File: src/hdl/packet_playback_pkg.sv
// Shared definitions for the packet playback block
// Register word map, controller states, field widths
package packet_playback_pkg;

    // Register data path
    localparam int REG_DATA_WID = 32;

    // Metadata field widths
    localparam int TID_WID   = 8;
    localparam int TDEST_WID = 8;
    localparam int TUSER_WID = 16;

    // Byte length field
    localparam int LEN_WID = 16;

    // Word addresses of the register map
    typedef enum logic [2:0] {
        // Bit 0 en level, bit 1 start strobe
        REG_CTRL     = 3'd0,
        // Read-only, busy in bit 0, sent count in 31:16
        REG_STATUS   = 3'd1,
        REG_LEN      = 3'd2,
        // tid 7:0, tdest 15:8, tuser 31:16
        REG_META     = 3'd3,
        REG_MEM_ADDR = 3'd4,
        REG_MEM_LO   = 3'd5,
        // Commits the 64-bit word
        REG_MEM_HI   = 3'd6
    } reg_addr_e;

    // Playback controller states
    typedef enum logic [1:0] {
        ST_IDLE  = 2'd0,
        ST_READ  = 2'd1,
        ST_DRAIN = 2'd2
    } play_state_e;

endpackage : packet_playback_pkg
File: src/hdl/axi4s_packet_playback.sv
// Packet playback top level
// Register block, payload memory, controller and AXI-Stream adapter
module axi4s_packet_playback #(
    parameter int DATA_BYTE_WID    = 8,
    parameter int PACKET_MEM_DEPTH = 64,
    parameter bit IGNORE_TREADY    = 0
) (
    input  logic                                         clk,
    input  logic                                         rst_n,
    // Register access
    input  logic                                         wr_en,
    input  logic [2:0]                                   wr_addr,
    input  logic [packet_playback_pkg::REG_DATA_WID-1:0] wr_data,
    input  logic                                         rd_en,
    input  logic [2:0]                                   rd_addr,
    output logic [packet_playback_pkg::REG_DATA_WID-1:0] rd_data,
    output logic                                         en,
    // AXI-Stream transmit
    output logic                                         tvalid,
    input  logic                                         tready,
    output logic [DATA_BYTE_WID*8-1:0]                   tdata,
    output logic [DATA_BYTE_WID-1:0]                     tkeep,
    output logic                                         tlast,
    output logic [packet_playback_pkg::TID_WID-1:0]      tid,
    output logic [packet_playback_pkg::TDEST_WID-1:0]    tdest,
    output logic [packet_playback_pkg::TUSER_WID-1:0]    tuser
);
    localparam int ADDR_WID = $clog2(PACKET_MEM_DEPTH);

    // Register block to controller
    logic                                      start;
    logic                                      busy;
    logic                                      pkt_done;
    logic [packet_playback_pkg::LEN_WID-1:0]   len;
    logic [packet_playback_pkg::TID_WID-1:0]   cfg_tid;
    logic [packet_playback_pkg::TDEST_WID-1:0] cfg_tdest;
    logic [packet_playback_pkg::TUSER_WID-1:0] cfg_tuser;
    // Memory ports
    logic                                      mem_wr_en;
    logic [ADDR_WID-1:0]                       mem_wr_addr;
    logic [DATA_BYTE_WID*8-1:0]                mem_wr_data;
    logic                                      mem_rd_en;
    logic [ADDR_WID-1:0]                       mem_rd_addr;
    logic [DATA_BYTE_WID*8-1:0]                mem_rd_data;
    // Controller to adapter
    logic                                      word_push;
    logic [DATA_BYTE_WID*8-1:0]                word_data;
    logic [DATA_BYTE_WID-1:0]                  word_keep;
    logic                                      word_last;
    logic                                      word_taken;

    packet_playback_regs #(
        .DATA_BYTE_WID    ( DATA_BYTE_WID ),
        .PACKET_MEM_DEPTH ( PACKET_MEM_DEPTH )
    ) i_packet_playback_regs (
        .clk, .rst_n, .wr_en, .wr_addr, .wr_data, .rd_en, .rd_addr, .rd_data,
        .busy, .pkt_done, .en, .start, .len,
        .tid ( cfg_tid ), .tdest ( cfg_tdest ), .tuser ( cfg_tuser ),
        .mem_wr_en, .mem_wr_addr, .mem_wr_data
    );

    packet_mem #(
        .DATA_BYTE_WID    ( DATA_BYTE_WID ),
        .PACKET_MEM_DEPTH ( PACKET_MEM_DEPTH )
    ) i_packet_mem (
        .clk,
        .wr_en ( mem_wr_en ), .wr_addr ( mem_wr_addr ), .wr_data ( mem_wr_data ),
        .rd_en ( mem_rd_en ), .rd_addr ( mem_rd_addr ), .rd_data ( mem_rd_data )
    );

    packet_playback_ctrl #(
        .DATA_BYTE_WID    ( DATA_BYTE_WID ),
        .PACKET_MEM_DEPTH ( PACKET_MEM_DEPTH )
    ) i_packet_playback_ctrl (
        .clk, .rst_n, .start, .len, .busy, .pkt_done,
        .mem_rd_en, .mem_rd_addr, .mem_rd_data,
        .word_push, .word_data, .word_keep, .word_last, .word_taken
    );

    axi4s_from_packet_adapter #(
        .DATA_BYTE_WID ( DATA_BYTE_WID ),
        .IGNORE_TREADY ( IGNORE_TREADY )
    ) i_axi4s_from_packet_adapter (
        .clk, .rst_n, .word_push, .word_data, .word_keep, .word_last, .word_taken,
        .tid_in ( cfg_tid ), .tdest_in ( cfg_tdest ), .tuser_in ( cfg_tuser ),
        .tvalid, .tready, .tdata, .tkeep, .tlast, .tid, .tdest, .tuser
    );

endmodule : axi4s_packet_playback

File: src/hdl/axi4s_from_packet_adapter.sv
// AXI-Stream transmit adapter
// Two-entry word FIFO, metadata held per packet
module axi4s_from_packet_adapter #(
    parameter int DATA_BYTE_WID = 8,
    parameter bit IGNORE_TREADY = 0
) (
    input  logic                                      clk,
    input  logic                                      rst_n,
    // Words from the controller
    input  logic                                      word_push,
    input  logic [DATA_BYTE_WID*8-1:0]                word_data,
    input  logic [DATA_BYTE_WID-1:0]                  word_keep,
    input  logic                                      word_last,
    output logic                                      word_taken,
    // Metadata from the register block
    input  logic [packet_playback_pkg::TID_WID-1:0]   tid_in,
    input  logic [packet_playback_pkg::TDEST_WID-1:0] tdest_in,
    input  logic [packet_playback_pkg::TUSER_WID-1:0] tuser_in,
    // AXI-Stream transmit
    output logic                                      tvalid,
    input  logic                                      tready,
    output logic [DATA_BYTE_WID*8-1:0]                tdata,
    output logic [DATA_BYTE_WID-1:0]                  tkeep,
    output logic                                      tlast,
    output logic [packet_playback_pkg::TID_WID-1:0]   tid,
    output logic [packet_playback_pkg::TDEST_WID-1:0] tdest,
    output logic [packet_playback_pkg::TUSER_WID-1:0] tuser
);
    // FIFO storage
    logic [DATA_BYTE_WID*8-1:0] data_q [2];
    logic [DATA_BYTE_WID-1:0]   keep_q [2];
    logic [1:0]                 last_q;
    logic                       wr_ptr;
    logic                       rd_ptr;
    logic [1:0]                 count;
    logic                       pop;
    logic                       in_pkt;

    // tready forced high when ignored
    assign pop        = tvalid && (IGNORE_TREADY || tready);
    assign word_taken = pop;

    // Head of the FIFO drives the stream
    assign tvalid = (count != 2'd0);
    assign tdata  = data_q[rd_ptr];
    assign tkeep  = keep_q[rd_ptr];
    assign tlast  = last_q[rd_ptr];

    always_ff @(posedge clk) begin
        if (!rst_n) begin
            wr_ptr <= 1'b0;
            rd_ptr <= 1'b0;
            count  <= 2'd0;
            in_pkt <= 1'b0;
        end else begin
            if (word_push) wr_ptr <= ~wr_ptr;
            if (pop) rd_ptr <= ~rd_ptr;
            count <= count + {1'b0, word_push} - {1'b0, pop};
            // Open on first push, close when tlast leaves
            if (word_push) begin
                in_pkt <= 1'b1;
            end else if (pop && tlast) begin
                in_pkt <= 1'b0;
            end
        end
    end

    // Payload and metadata
    always_ff @(posedge clk) begin
        if (word_push) begin
            data_q[wr_ptr] <= word_data;
            keep_q[wr_ptr] <= word_keep;
            last_q[wr_ptr] <= word_last;
        end
        // Sampled between packets only
        if (!in_pkt) begin
            tid   <= tid_in;
            tdest <= tdest_in;
            tuser <= tuser_in;
        end
    end

endmodule : axi4s_from_packet_adapter

File: src/hdl/packet_playback_ctrl.sv
// Playback controller
// Read sequencing against output credit, tkeep and tlast generation
module packet_playback_ctrl #(
    parameter int DATA_BYTE_WID    = 8,
    parameter int PACKET_MEM_DEPTH = 64
) (
    input  logic                                    clk,
    input  logic                                    rst_n,
    // From the register block
    input  logic                                    start,
    input  logic [packet_playback_pkg::LEN_WID-1:0] len,
    output logic                                    busy,
    output logic                                    pkt_done,
    // Memory read port
    output logic                                    mem_rd_en,
    output logic [$clog2(PACKET_MEM_DEPTH)-1:0]     mem_rd_addr,
    input  logic [DATA_BYTE_WID*8-1:0]              mem_rd_data,
    // Words to the output adapter
    output logic                                    word_push,
    output logic [DATA_BYTE_WID*8-1:0]              word_data,
    output logic [DATA_BYTE_WID-1:0]                word_keep,
    output logic                                    word_last,
    input  logic                                    word_taken
);
    localparam int ADDR_WID     = $clog2(PACKET_MEM_DEPTH);
    localparam int BYTE_IDX_WID = $clog2(DATA_BYTE_WID);
    localparam int LEN_WID      = packet_playback_pkg::LEN_WID;

    packet_playback_pkg::play_state_e state;

    // Index of the last byte, zero length treated as one byte
    logic [LEN_WID-1:0]      len_m1;
    // Latched at start
    logic [LEN_WID-1:0]      last_idx;
    logic [DATA_BYTE_WID-1:0] last_keep;
    // Next word to read
    logic [LEN_WID-1:0]      rd_idx;
    logic                    rd_last;
    // Free slots in the adapter buffer
    logic [1:0]              credit;

    assign len_m1 = (len == '0) ? '0 : len - 1'b1;

    // Read whenever a buffer slot is free
    assign mem_rd_en   = (state == packet_playback_pkg::ST_READ) && (credit != 2'd0);
    assign mem_rd_addr = rd_idx[ADDR_WID-1:0];
    assign rd_last     = (rd_idx == last_idx);

    assign busy = (state != packet_playback_pkg::ST_IDLE);

    // Memory data lines up with the push
    assign word_data = mem_rd_data;

    always_ff @(posedge clk) begin
        if (!rst_n) begin
            state     <= packet_playback_pkg::ST_IDLE;
            credit    <= 2'd2;
            rd_idx    <= '0;
            pkt_done  <= 1'b0;
            word_push <= 1'b0;
        end else begin
            pkt_done  <= 1'b0;
            word_push <= mem_rd_en;
            // One spent per read, one back per accepted word
            credit <= credit - {1'b0, mem_rd_en} + {1'b0, word_taken};
            case (state)
                packet_playback_pkg::ST_IDLE: begin
                    rd_idx <= '0;
                    if (start) begin
                        state <= packet_playback_pkg::ST_READ;
                    end
                end
                packet_playback_pkg::ST_READ: begin
                    if (mem_rd_en) begin
                        rd_idx <= rd_idx + 1'b1;
                        if (rd_last) begin
                            state <= packet_playback_pkg::ST_DRAIN;
                        end
                    end
                end
                packet_playback_pkg::ST_DRAIN: begin
                    // Credit back to two means every word is out
                    if (word_taken && credit == 2'd1) begin
                        state    <= packet_playback_pkg::ST_IDLE;
                        pkt_done <= 1'b1;
                    end
                end
                default: state <= packet_playback_pkg::ST_IDLE;
            endcase
        end
    end

    // Packet geometry and per-word flags
    always_ff @(posedge clk) begin
        if (start && state == packet_playback_pkg::ST_IDLE) begin
            last_idx  <= len_m1 >> BYTE_IDX_WID;
            // Bytes 0 up to the last byte index
            last_keep <= {DATA_BYTE_WID{1'b1}} >>
                         (DATA_BYTE_WID - 1 - int'(len_m1[BYTE_IDX_WID-1:0]));
        end
        if (mem_rd_en) begin
            word_last <= rd_last;
            word_keep <= rd_last ? last_keep : {DATA_BYTE_WID{1'b1}};
        end
    end

endmodule : packet_playback_ctrl

File: src/hdl/packet_mem.sv
// Payload memory for packet playback
// Simple dual-port array, one-cycle registered read
module packet_mem #(
    parameter int DATA_BYTE_WID    = 8,
    parameter int PACKET_MEM_DEPTH = 64
) (
    input  logic                                clk,
    // Write port, from the register block
    input  logic                                wr_en,
    input  logic [$clog2(PACKET_MEM_DEPTH)-1:0] wr_addr,
    input  logic [DATA_BYTE_WID*8-1:0]          wr_data,
    // Read port, from the controller
    input  logic                                rd_en,
    input  logic [$clog2(PACKET_MEM_DEPTH)-1:0] rd_addr,
    output logic [DATA_BYTE_WID*8-1:0]          rd_data
);
    localparam int DATA_WID = DATA_BYTE_WID * 8;

    // Storage, contents undefined until written
    logic [DATA_WID-1:0] mem [PACKET_MEM_DEPTH];

    // Write side
    always_ff @(posedge clk) begin
        if (wr_en) begin
            mem[wr_addr] <= wr_data;
        end
    end

    // Read side, data one cycle after rd_en
    always_ff @(posedge clk) begin
        if (rd_en) begin
            rd_data <= mem[rd_addr];
        end
    end

endmodule : packet_mem

File: src/hdl/packet_playback_regs.sv
// Register block for packet playback
// Write decode, config registers, memory write port, status readback
module packet_playback_regs #(
    parameter int DATA_BYTE_WID    = 8,
    parameter int PACKET_MEM_DEPTH = 64
) (
    input  logic                                          clk,
    input  logic                                          rst_n,
    // Register write strobe
    input  logic                                          wr_en,
    input  logic [2:0]                                    wr_addr,
    input  logic [packet_playback_pkg::REG_DATA_WID-1:0]  wr_data,
    // Register read strobe
    input  logic                                          rd_en,
    input  logic [2:0]                                    rd_addr,
    output logic [packet_playback_pkg::REG_DATA_WID-1:0]  rd_data,
    // Controller status
    input  logic                                          busy,
    input  logic                                          pkt_done,
    // Controller config
    output logic                                          en,
    output logic                                          start,
    output logic [packet_playback_pkg::LEN_WID-1:0]       len,
    output logic [packet_playback_pkg::TID_WID-1:0]       tid,
    output logic [packet_playback_pkg::TDEST_WID-1:0]     tdest,
    output logic [packet_playback_pkg::TUSER_WID-1:0]     tuser,
    // Payload memory write port
    output logic                                          mem_wr_en,
    output logic [$clog2(PACKET_MEM_DEPTH)-1:0]           mem_wr_addr,
    output logic [DATA_BYTE_WID*8-1:0]                    mem_wr_data
);
    localparam int ADDR_WID = $clog2(PACKET_MEM_DEPTH);

    // Memory word pointer
    logic [ADDR_WID-1:0] mem_ptr;
    // Low half waiting for its high half
    logic [packet_playback_pkg::REG_DATA_WID-1:0] mem_lo;
    // Finished packet count
    logic [15:0] pkt_cnt;

    // Control state
    always_ff @(posedge clk) begin
        if (!rst_n) begin
            en        <= 1'b0;
            start     <= 1'b0;
            len       <= '0;
            tid       <= '0;
            tdest     <= '0;
            tuser     <= '0;
            mem_ptr   <= '0;
            mem_wr_en <= 1'b0;
            pkt_cnt   <= '0;
        end else begin
            start     <= 1'b0;
            mem_wr_en <= 1'b0;
            if (pkt_done) begin
                pkt_cnt <= pkt_cnt + 1'b1;
            end
            if (wr_en) begin
                case (wr_addr)
                    packet_playback_pkg::REG_CTRL: begin
                        en <= wr_data[0];
                        // Start only if enabled and idle
                        start <= wr_data[0] & wr_data[1] & ~busy;
                    end
                    packet_playback_pkg::REG_LEN: len <= wr_data[15:0];
                    packet_playback_pkg::REG_META: begin
                        tid   <= wr_data[7:0];
                        tdest <= wr_data[15:8];
                        tuser <= wr_data[31:16];
                    end
                    packet_playback_pkg::REG_MEM_ADDR: mem_ptr <= wr_data[ADDR_WID-1:0];
                    packet_playback_pkg::REG_MEM_HI: begin
                        mem_wr_en <= 1'b1;
                        // Post-increment for the next word
                        mem_ptr   <= mem_ptr + 1'b1;
                    end
                    default: ;
                endcase
            end
        end
    end

    // Payload path, no reset
    always_ff @(posedge clk) begin
        if (wr_en && wr_addr == packet_playback_pkg::REG_MEM_LO) begin
            mem_lo <= wr_data;
        end
        if (wr_en && wr_addr == packet_playback_pkg::REG_MEM_HI) begin
            mem_wr_addr <= mem_ptr;
            mem_wr_data <= {wr_data, mem_lo};
        end
        // Read data held until the next read
        if (rd_en) begin
            case (rd_addr)
                packet_playback_pkg::REG_CTRL:     rd_data <= {31'd0, en};
                packet_playback_pkg::REG_STATUS:   rd_data <= {pkt_cnt, 15'd0, busy};
                packet_playback_pkg::REG_LEN:      rd_data <= {16'd0, len};
                packet_playback_pkg::REG_META:     rd_data <= {tuser, tdest, tid};
                packet_playback_pkg::REG_MEM_ADDR: rd_data <= 32'(mem_ptr);
                packet_playback_pkg::REG_MEM_LO:   rd_data <= mem_lo;
                default:                           rd_data <= '0;
            endcase
        end
    end

endmodule : packet_playback_regs

File: config.mk
export PLATFORM = sky130hd
export DESIGN_NAME = axi4s_packet_playback
export DESIGN_NICKNAME = d
export VERILOG_FILES = /design/src/hdl/packet_playback_pkg.sv /design/src/hdl/axi4s_packet_playback.sv /design/src/hdl/axi4s_from_packet_adapter.sv /design/src/hdl/packet_playback_ctrl.sv /design/src/hdl/packet_mem.sv /design/src/hdl/packet_playback_regs.sv
export SDC_FILE = /design/constraint.sdc
export NUM_CORES = 2
export LEC_CHECK = 0
export BUFFER_PORTS_ARGS = -buffer_cell sky130_fd_sc_hd__buf_2
export CAP_MARGIN = 20
export CORE_MARGIN = 5
export CORE_UTILIZATION = 31
export CTS_CLUSTER_DIAMETER = 200
export DETAILED_ROUTE_END_ITERATION = 10
export GPL_TIMING_DRIVEN = 0
export RECOVER_POWER = 25
export SLEW_MARGIN = 15
export SYNTH_ARGS = -nofsm -noshare
export SYNTH_HDL_FRONTEND = slang
export SYNTH_HIERARCHICAL = 1
export SYNTH_MEMORY_MAX_BITS = 65536
export SYNTH_SLANG_ARGS = --single-unit
File: constraint.sdc
create_clock -name clk -period 5.5 [get_ports clk]
set_clock_uncertainty 0.2 [all_clocks]
set_input_delay 1.1 -clock clk [delete_from_list [all_inputs] [get_ports clk]]
set_output_delay 1.1 -clock clk [all_outputs]
set_load 0.005 [all_outputs]
Word-level counts from Yosys, hierarchy flattened

Memories as Yosys holds them, arrays and structs flattened. A register that Yosys moved wholly into a read port is not among the register bits.
Index checks and enable logic that the tools add are counted.
Widths: inputs -> output; s select.

Word-level logic and storage cells: 123
Output and inout bits: 139
Register bits after elaboration: 298
Bits of input ports: 43
Memories: 3
Bits in writable memories: 4240

Memories:

| name                               | words | bits a word | read ports | clocked after memory_dff | wr ports | line                            | source |
|---|---|---|---|---|---|---|---|
| i_packet_mem.mem                   | 64    | 64          | 1          | 1                        | 1        | packet_mem.sv:20                | `logic [DATA_WID-1:0] mem [PACKET_MEM_DEPTH];` |
| i_axi4s_from_packet_adapter.data_q | 2     | 64          | 1          | 1                        | 1        | axi4s_from_packet_adapter.sv:30 | `logic [DATA_BYTE_WID*8-1:0] data_q [2];` |
| i_axi4s_from_packet_adapter.keep_q | 2     | 8           | 1          | 1                        | 1        | axi4s_from_packet_adapter.sv:31 | `logic [DATA_BYTE_WID-1:0] keep_q [2];` |

Muxes and demuxes: 27
Shift operators: 1
$lt $le $gt $ge: 3
Equality and inequality tests: 18
Bitwise gates (word level): 5
Add/sub/neg operators: 9
Reduce and logical (&&, ||, !) cells: 27

Operators with widths:

| kind                  | number |
|---|---|
| $pmux 32 s6           | 1 |
| $add 16x1->16 const B | 2 |
| $pmux 16 s2           | 1 |
| $shr 8x32->8 const A  | 1 |
| $eq 16x13->1          | 1 |
| $logic_not 16->1      | 1 |
| $mux 16               | 1 |
| $sub 16x1->16 const B | 1 |
| $eq 3x3->1 const B    | 5 |
| $mux 1                | 15 |
| $reduce_and 2->1      | 7 |
| $eq 3x2->1 const B    | 4 |
| $pmux 6 s2            | 1 |
| $reduce_bool 2->1     | 6 |
| $logic_and 1x1->1     | 8 |
| $mux 2                | 4 |
| $add 6x1->6 const B   | 1 |
| $logic_not 3->1       | 2 |
| $ne 2x1->1 const B    | 3 |
| $pmux 2 s3            | 1 |
| $add 2x1->2           | 2 |
| $eq 2x1->1 const B    | 2 |
| $lt 1x2->1 const B    | 2 |
| $reduce_and 4->1      | 1 |
| 13 further kinds      | 17 |

Logic depth before layout (Yosys ltp)

Word-level depth: 5
Gate-level depth with buffers: 10
Mapped depth without buffers: 8

By module

The synthesis kept the hierarchy.

By module, submodules not included:

| module                    | seq. area each (um^2) | instances | cells an instance | area each (um^2) |
|---|---|---|---|---|
| packet_mem                | 124919.8              | 1         | 6598              | 156989.3 |
| packet_playback_regs      | 5485.3                | 1         | 591               | 7833.8 |
| axi4s_from_packet_adapter | 5465.2                | 1         | 288               | 6844.1 |
| packet_playback_ctrl      | 1281.2                | 1         | 304               | 3009.1 |

Worst setup path before layout

No wires, ideal clock.

Path type: register to register
Start: register i_packet_playback_regs.mem_wr_addr[3]
End: memory i_packet_mem/mem[48][0] in the netlist's numbering, enable pin
Path slack: -0.488 ns
Library setup time: 0.564 ns
Data arrival time: 5.224 ns
Data required time: 4.736 ns
Stages on the path, launching flop included: 5
Period minus slack after synthesis: 5.988 ns
Buffers on the path: 1
Cell sequence: edfxtp_1 > clkbuf_1 > nor2b_1 > nand4b_1 > nor3_1

RTL lines:

| element                | line                       | source |
|---|---|---|
| from (decl)            | packet_playback_regs.sv:29 | `output logic [$clog2(PACKET_MEM_DEPTH)-1:0] mem_wr_addr,` |
| from (signal assigned) | packet_playback_regs.sv:90 | `mem_wr_addr <= mem_ptr;` |
| to (decl)              | packet_mem.sv:20           |  |

Straight into the memory's write port.

==> metrics.yaml <==
synthesis:
  yosys_register_bits: 4601
  netlist_area_mm2: 0.175
  synth_warnings: 6
  synthFlopType: "edfxtp_1"
  synth_area_leaders: "edfxtp_1, mux4_2, dfxtp_1"
  synth_top_cell_by_area: "edfxtp_1"
  syn_inst: 7781
  syn_nets: 7831
  avgSynthCellArea_um2: 22.4
  yosysUniqueCellTypes: 75
  ys_seq_area_share_pct: 78.5
  ys_async_sr_fraction_pct: 0
  yosysTopAreaCellShare_pct: 77.4
  synth_edf_count: 4500
outcome:
  violations: "capacitance limit, slew limit"
  outcome: "finished, violations left"
global_route:
  grt-ovfl-total: 0
  grt_start_max_net_pins: 40
  antenna_found_initial: 46
  grt_pass1_wl_um: 707000
  grt_pass1_vias: 88700
  grt_usage_pct: 17.2
drt:
  dr.pass1.iters: 6
  ant_nets: 0
  wl_um: 512000
  viasPerCell: 5.32
  avgRoutedWirePerCell_um: 30.6
  drtIter0Drc: 12400
  vias: 88800
  drc: 0
placement:
  dpl_worst_slack_ns: 0.0895
  port_buffers: 180
  dp.cells: 15900
  gp_congestion: 0.843
  hpwl_um: 360000
timing:
  maxSlewHeadroom_pct: -27.3
  min_period_ns: 5.37
  tns_ns: 0
  tightest_slew_ns: 1.91
  finalCritPeriodShare_pct: 97.6
  finalSetupViolations: 0
  rsz0062_at_grt: "false"
  setup_slack_ns: 0.133
  drv_slew: 110
  hold_viol: 0
  fmax_mhz: 186
floorplan:
  start_util_pct: 31.1
  num_rows: 275
  die_w_um: 761
  die-area_mm2: 0.579
  ios: 182
  dieHeight_um: 761
  core_mm2: 0.561
final_layout:
  final.fill_count: 50000
  syn_to_final_growth_pct: 18.7
  fin_nets: 8882
  post_layout_nonfiller_instances: 16700
  finish.utilization_pct: 37.0
  layout-drive-gt1-share_pct: 28.9
pwr:
  total_power_uw: 69400
  p_leak_uw: 0.0628
  powerDensity_mw_per_mm2: 335
  intPower_uw: 55900
  p_switching_uw: 13600
  ir_drop_uv: 294
  p_comb_share_pct: 0.8
  switching_share_pct: 19.5
  power_frac_seq_pct: 55.0
  power_frac_clock_pct: 44.2
clock_network:
  clock_path_buffers: 4
  post-cts-setup-buffer-count: 0
  clock_sinks: 4601
  clk_pin_slew_ns: 0.06
  holdBufCountCts: 0
  numCtsBuffers: 445
  cts_tree: "built"
  h-tree-depth: 5
  clk-insertion-delay-late_ns: 1.00
  root_buffer: "clkbuf_16"
  cts_resized: 0
critical_path:
  crit_arrival_ns: 5.76
  r2r-end: "i_packet_mem/rd_data[58]$_DFFE_PP_"
  r2r_slack_ns: 0.13
  cpLargestDelayFamily: "buffers and inverters"
  r2r_cells: 10
  crit_path_end_kind: "flip-flop"
  worst-path-stages: 10
  startpoint_type: "flip-flop"
  slowest_delay_ns: 1.00
  reg2reg_from: "i_packet_playback_ctrl/rd_idx[2]$_SDFFE_PN0P_"
  crit_path_top_delay_cell: "a41oi_1"
  worstPathRequired_ns: 5.89
  path_class: "flip-flop to flip-flop"
  path_cells: "buf_4 > buf_2 > buf_4 > buf_2 > buf_2 > buf_4 > mux2i_1 > nand2_1 > a41oi_1 > a211oi_1"
  worstPathMaxFanout: 10
  crit_buf_inv: 6
min_path:
  hp-class: "input pin to flip-flop"
  min_to: "i_axi4s_from_packet_adapter/in_pkt$_SDFFE_PN0P_"
  min_from: "tready"
  whs_path_depth: 2
job:
  drv_cap: 6
-- worst register-to-register path, cell delays in order (launching register included) --
cell and delay, ns:
dfxtp_1 0.44, buf_4 0.15, buf_2 0.48, buf_4 0.36
buf_2 0.50, buf_2 0.69, buf_4 0.38, mux2i_1 0.31
nand2_1 0.09, a41oi_1 1.00, a211oi_1 0.37
-- how the worst max path moves through the flow --
stage                                                     from  slack (ns)                                 end
2_1_floorplan  i_packet_playback_regs/mem_wr_addr[5]$_DFFE_PP_        0.96   i_packet_mem/mem[39][0]$_DFFE_PP_
3_3_place_gp   i_packet_playback_regs/mem_wr_addr[3]$_DFFE_PP_       -3.55  i_packet_mem/mem[55][27]$_DFFE_PP_
3_5_place_dp     i_packet_playback_ctrl/rd_idx[0]$_SDFFE_PN0P_        0.09   i_packet_mem/rd_data[5]$_DFFE_PP_
4_1_cts          i_packet_playback_ctrl/rd_idx[0]$_SDFFE_PN0P_        0.02   i_packet_mem/rd_data[5]$_DFFE_PP_
5_1_grt          i_packet_playback_ctrl/rd_idx[0]$_SDFFE_PN0P_        0.08   i_packet_mem/rd_data[9]$_DFFE_PP_
6_report         i_packet_playback_ctrl/rd_idx[2]$_SDFFE_PN0P_        0.13  i_packet_mem/rd_data[58]$_DFFE_PP_
-- final cells by class --
class | count | area (um^2) | share of cell area (%)
antenna | 18 | 45.0 | 0.0217
buffer | 489 | 2610 | 1.26
clock buffer | 539 | 11800 | 5.66
clock inverter | 286 | 2910 | 1.40
inverter | 36 | 135 | 0.0651
multi-input combinational | 2655 | 35300 | 17.0
sequential | 4601 | 137000 | 66.1
tap | 7479 | 9360 | 4.51
timing repair buffer | 604 | 8200 | 3.95
-- placed cells by master, fill, tap and decap left out, types with 19 or more instances in the layout --
cell type / Yosys / routed
edfxtp_1: 4500 / 4500
mux4_2: 1024 / 1024
clkbuf_16: 0 / 454
clkbuf_1: 155 / 362
buf_2: 186 / 332
nand2_1: 183 / 183
mux2i_1: 183 / 183
buf_12: 7 / 173
a22oi_1: 171 / 171
dfxtp_1: 101 / 101
clkinv_1: 0 / 97
buf_16: 0 / 93
clkinv_2: 0 / 91
o22ai_1: 91 / 90
a22o_1: 89 / 89
nor2_1: 144 / 79
a21oi_1: 71 / 71
mux2_4: 70 / 70
buf_8: 0 / 70
a211oi_1: 67 / 67
and3_1: 66 / 66
nor2_4: 0 / 63
nand3_1: 52 / 52
bufinv_16: 0 / 51
clkbuf_4: 0 / 50
buf_4: 110 / 49
o221ai_1: 39 / 39
nor2b_1: 35 / 35
inv_1: 35 / 34
or3_1: 34 / 34
or2_2: 32 / 32
nand2b_1: 26 / 26
o2bb2ai_1: 26 / 26
a41oi_1: 27 / 25
and2_1: 26 / 23
xnor2_1: 22 / 22
buf_1: 22 / 22
a2bb2oi_1: 19 / 19
a31oi_1: 19 / 19
-- registers in the layout, summed over array words and instances (netlist names), 13 cells and up, named ones only --
signal / flops
i_packet_playback_regs/rd_data: 32
i_packet_mem/rd_data: 64
i_packet_mem/mem: 4096
i_axi4s_from_packet_adapter/keep_q: 16
i_packet_playback_regs/len: 16
i_packet_playback_regs/pkt_cnt: 16
i_packet_playback_ctrl/rd_idx: 16
i_packet_playback_ctrl/last_idx: 13
i_axi4s_from_packet_adapter/tuser: 16
i_packet_playback_regs/mem_wr_data: 64
i_packet_playback_regs/tuser: 16
i_axi4s_from_packet_adapter/data_q: 128
i_packet_playback_regs/mem_lo: 32
-- synthesized netlist by cell type, types with 89 or more instances --
| master | n |
|---|---|
| nor2_1 | 144 |
| dfxtp_1 | 101 |
| a22o_1 | 89 |
| edfxtp_1 | 4500 |
| buf_2 | 186 |
| mux2i_1 | 183 |
| o22ai_1 | 91 |
| a22oi_1 | 171 |
| clkbuf_1 | 155 |
| mux4_2 | 1024 |
| nand2_1 | 183 |
| buf_4 | 110 |
-- power by group through the flow --
stage / Combinational, uW / Sequential, uW / Clock [uW]
detailed placement: 568 / 38900 / 0
global route: 568 / 38200 / 32700
CTS: 570 / 38200 / 31100
global placement: 326 / 39100 / 0
floorplan: 185 / 39000 / 0
finish: 537 / 38200 / 30700
-- through the flow --
stage	cell area [um^2]	hold slack, ns
final	207000	0.196
after global routing	207000	0.170
after CTS	209000	0.0689
after detailed placement	194000	0.235
after global placement	185000	0.225
after floorplan	175000	0.206
-- layer usage --
metal	track usage [%]	part of all wire [%]
met1	23.0	38
met2	27.6	47
met3	3.96	11
met4	5.93	4.0
met5	0	0.025
-- logic make-up (layout without fill, tap and decap cells) --
kind of cell / after synthesis / in the layout / share of synthesized area (%)
xor gates and xnor gates: 35 / 35 / 0.175
muxes: 1283 / 1283 / 14.9
buffers and inverters: 525 / 1954 / 1.60
other: 1 / 19 / 0.00215
and+or+nand+nor: 676 / 676 / 2.01
adders and majority gates: 7 / 7 / 0.0501
DFF: 4601 / 4601 / 78.5
AOI/OAI and AO/OA: 653 / 653 / 2.76
Power figures use the tool's default switching activity.
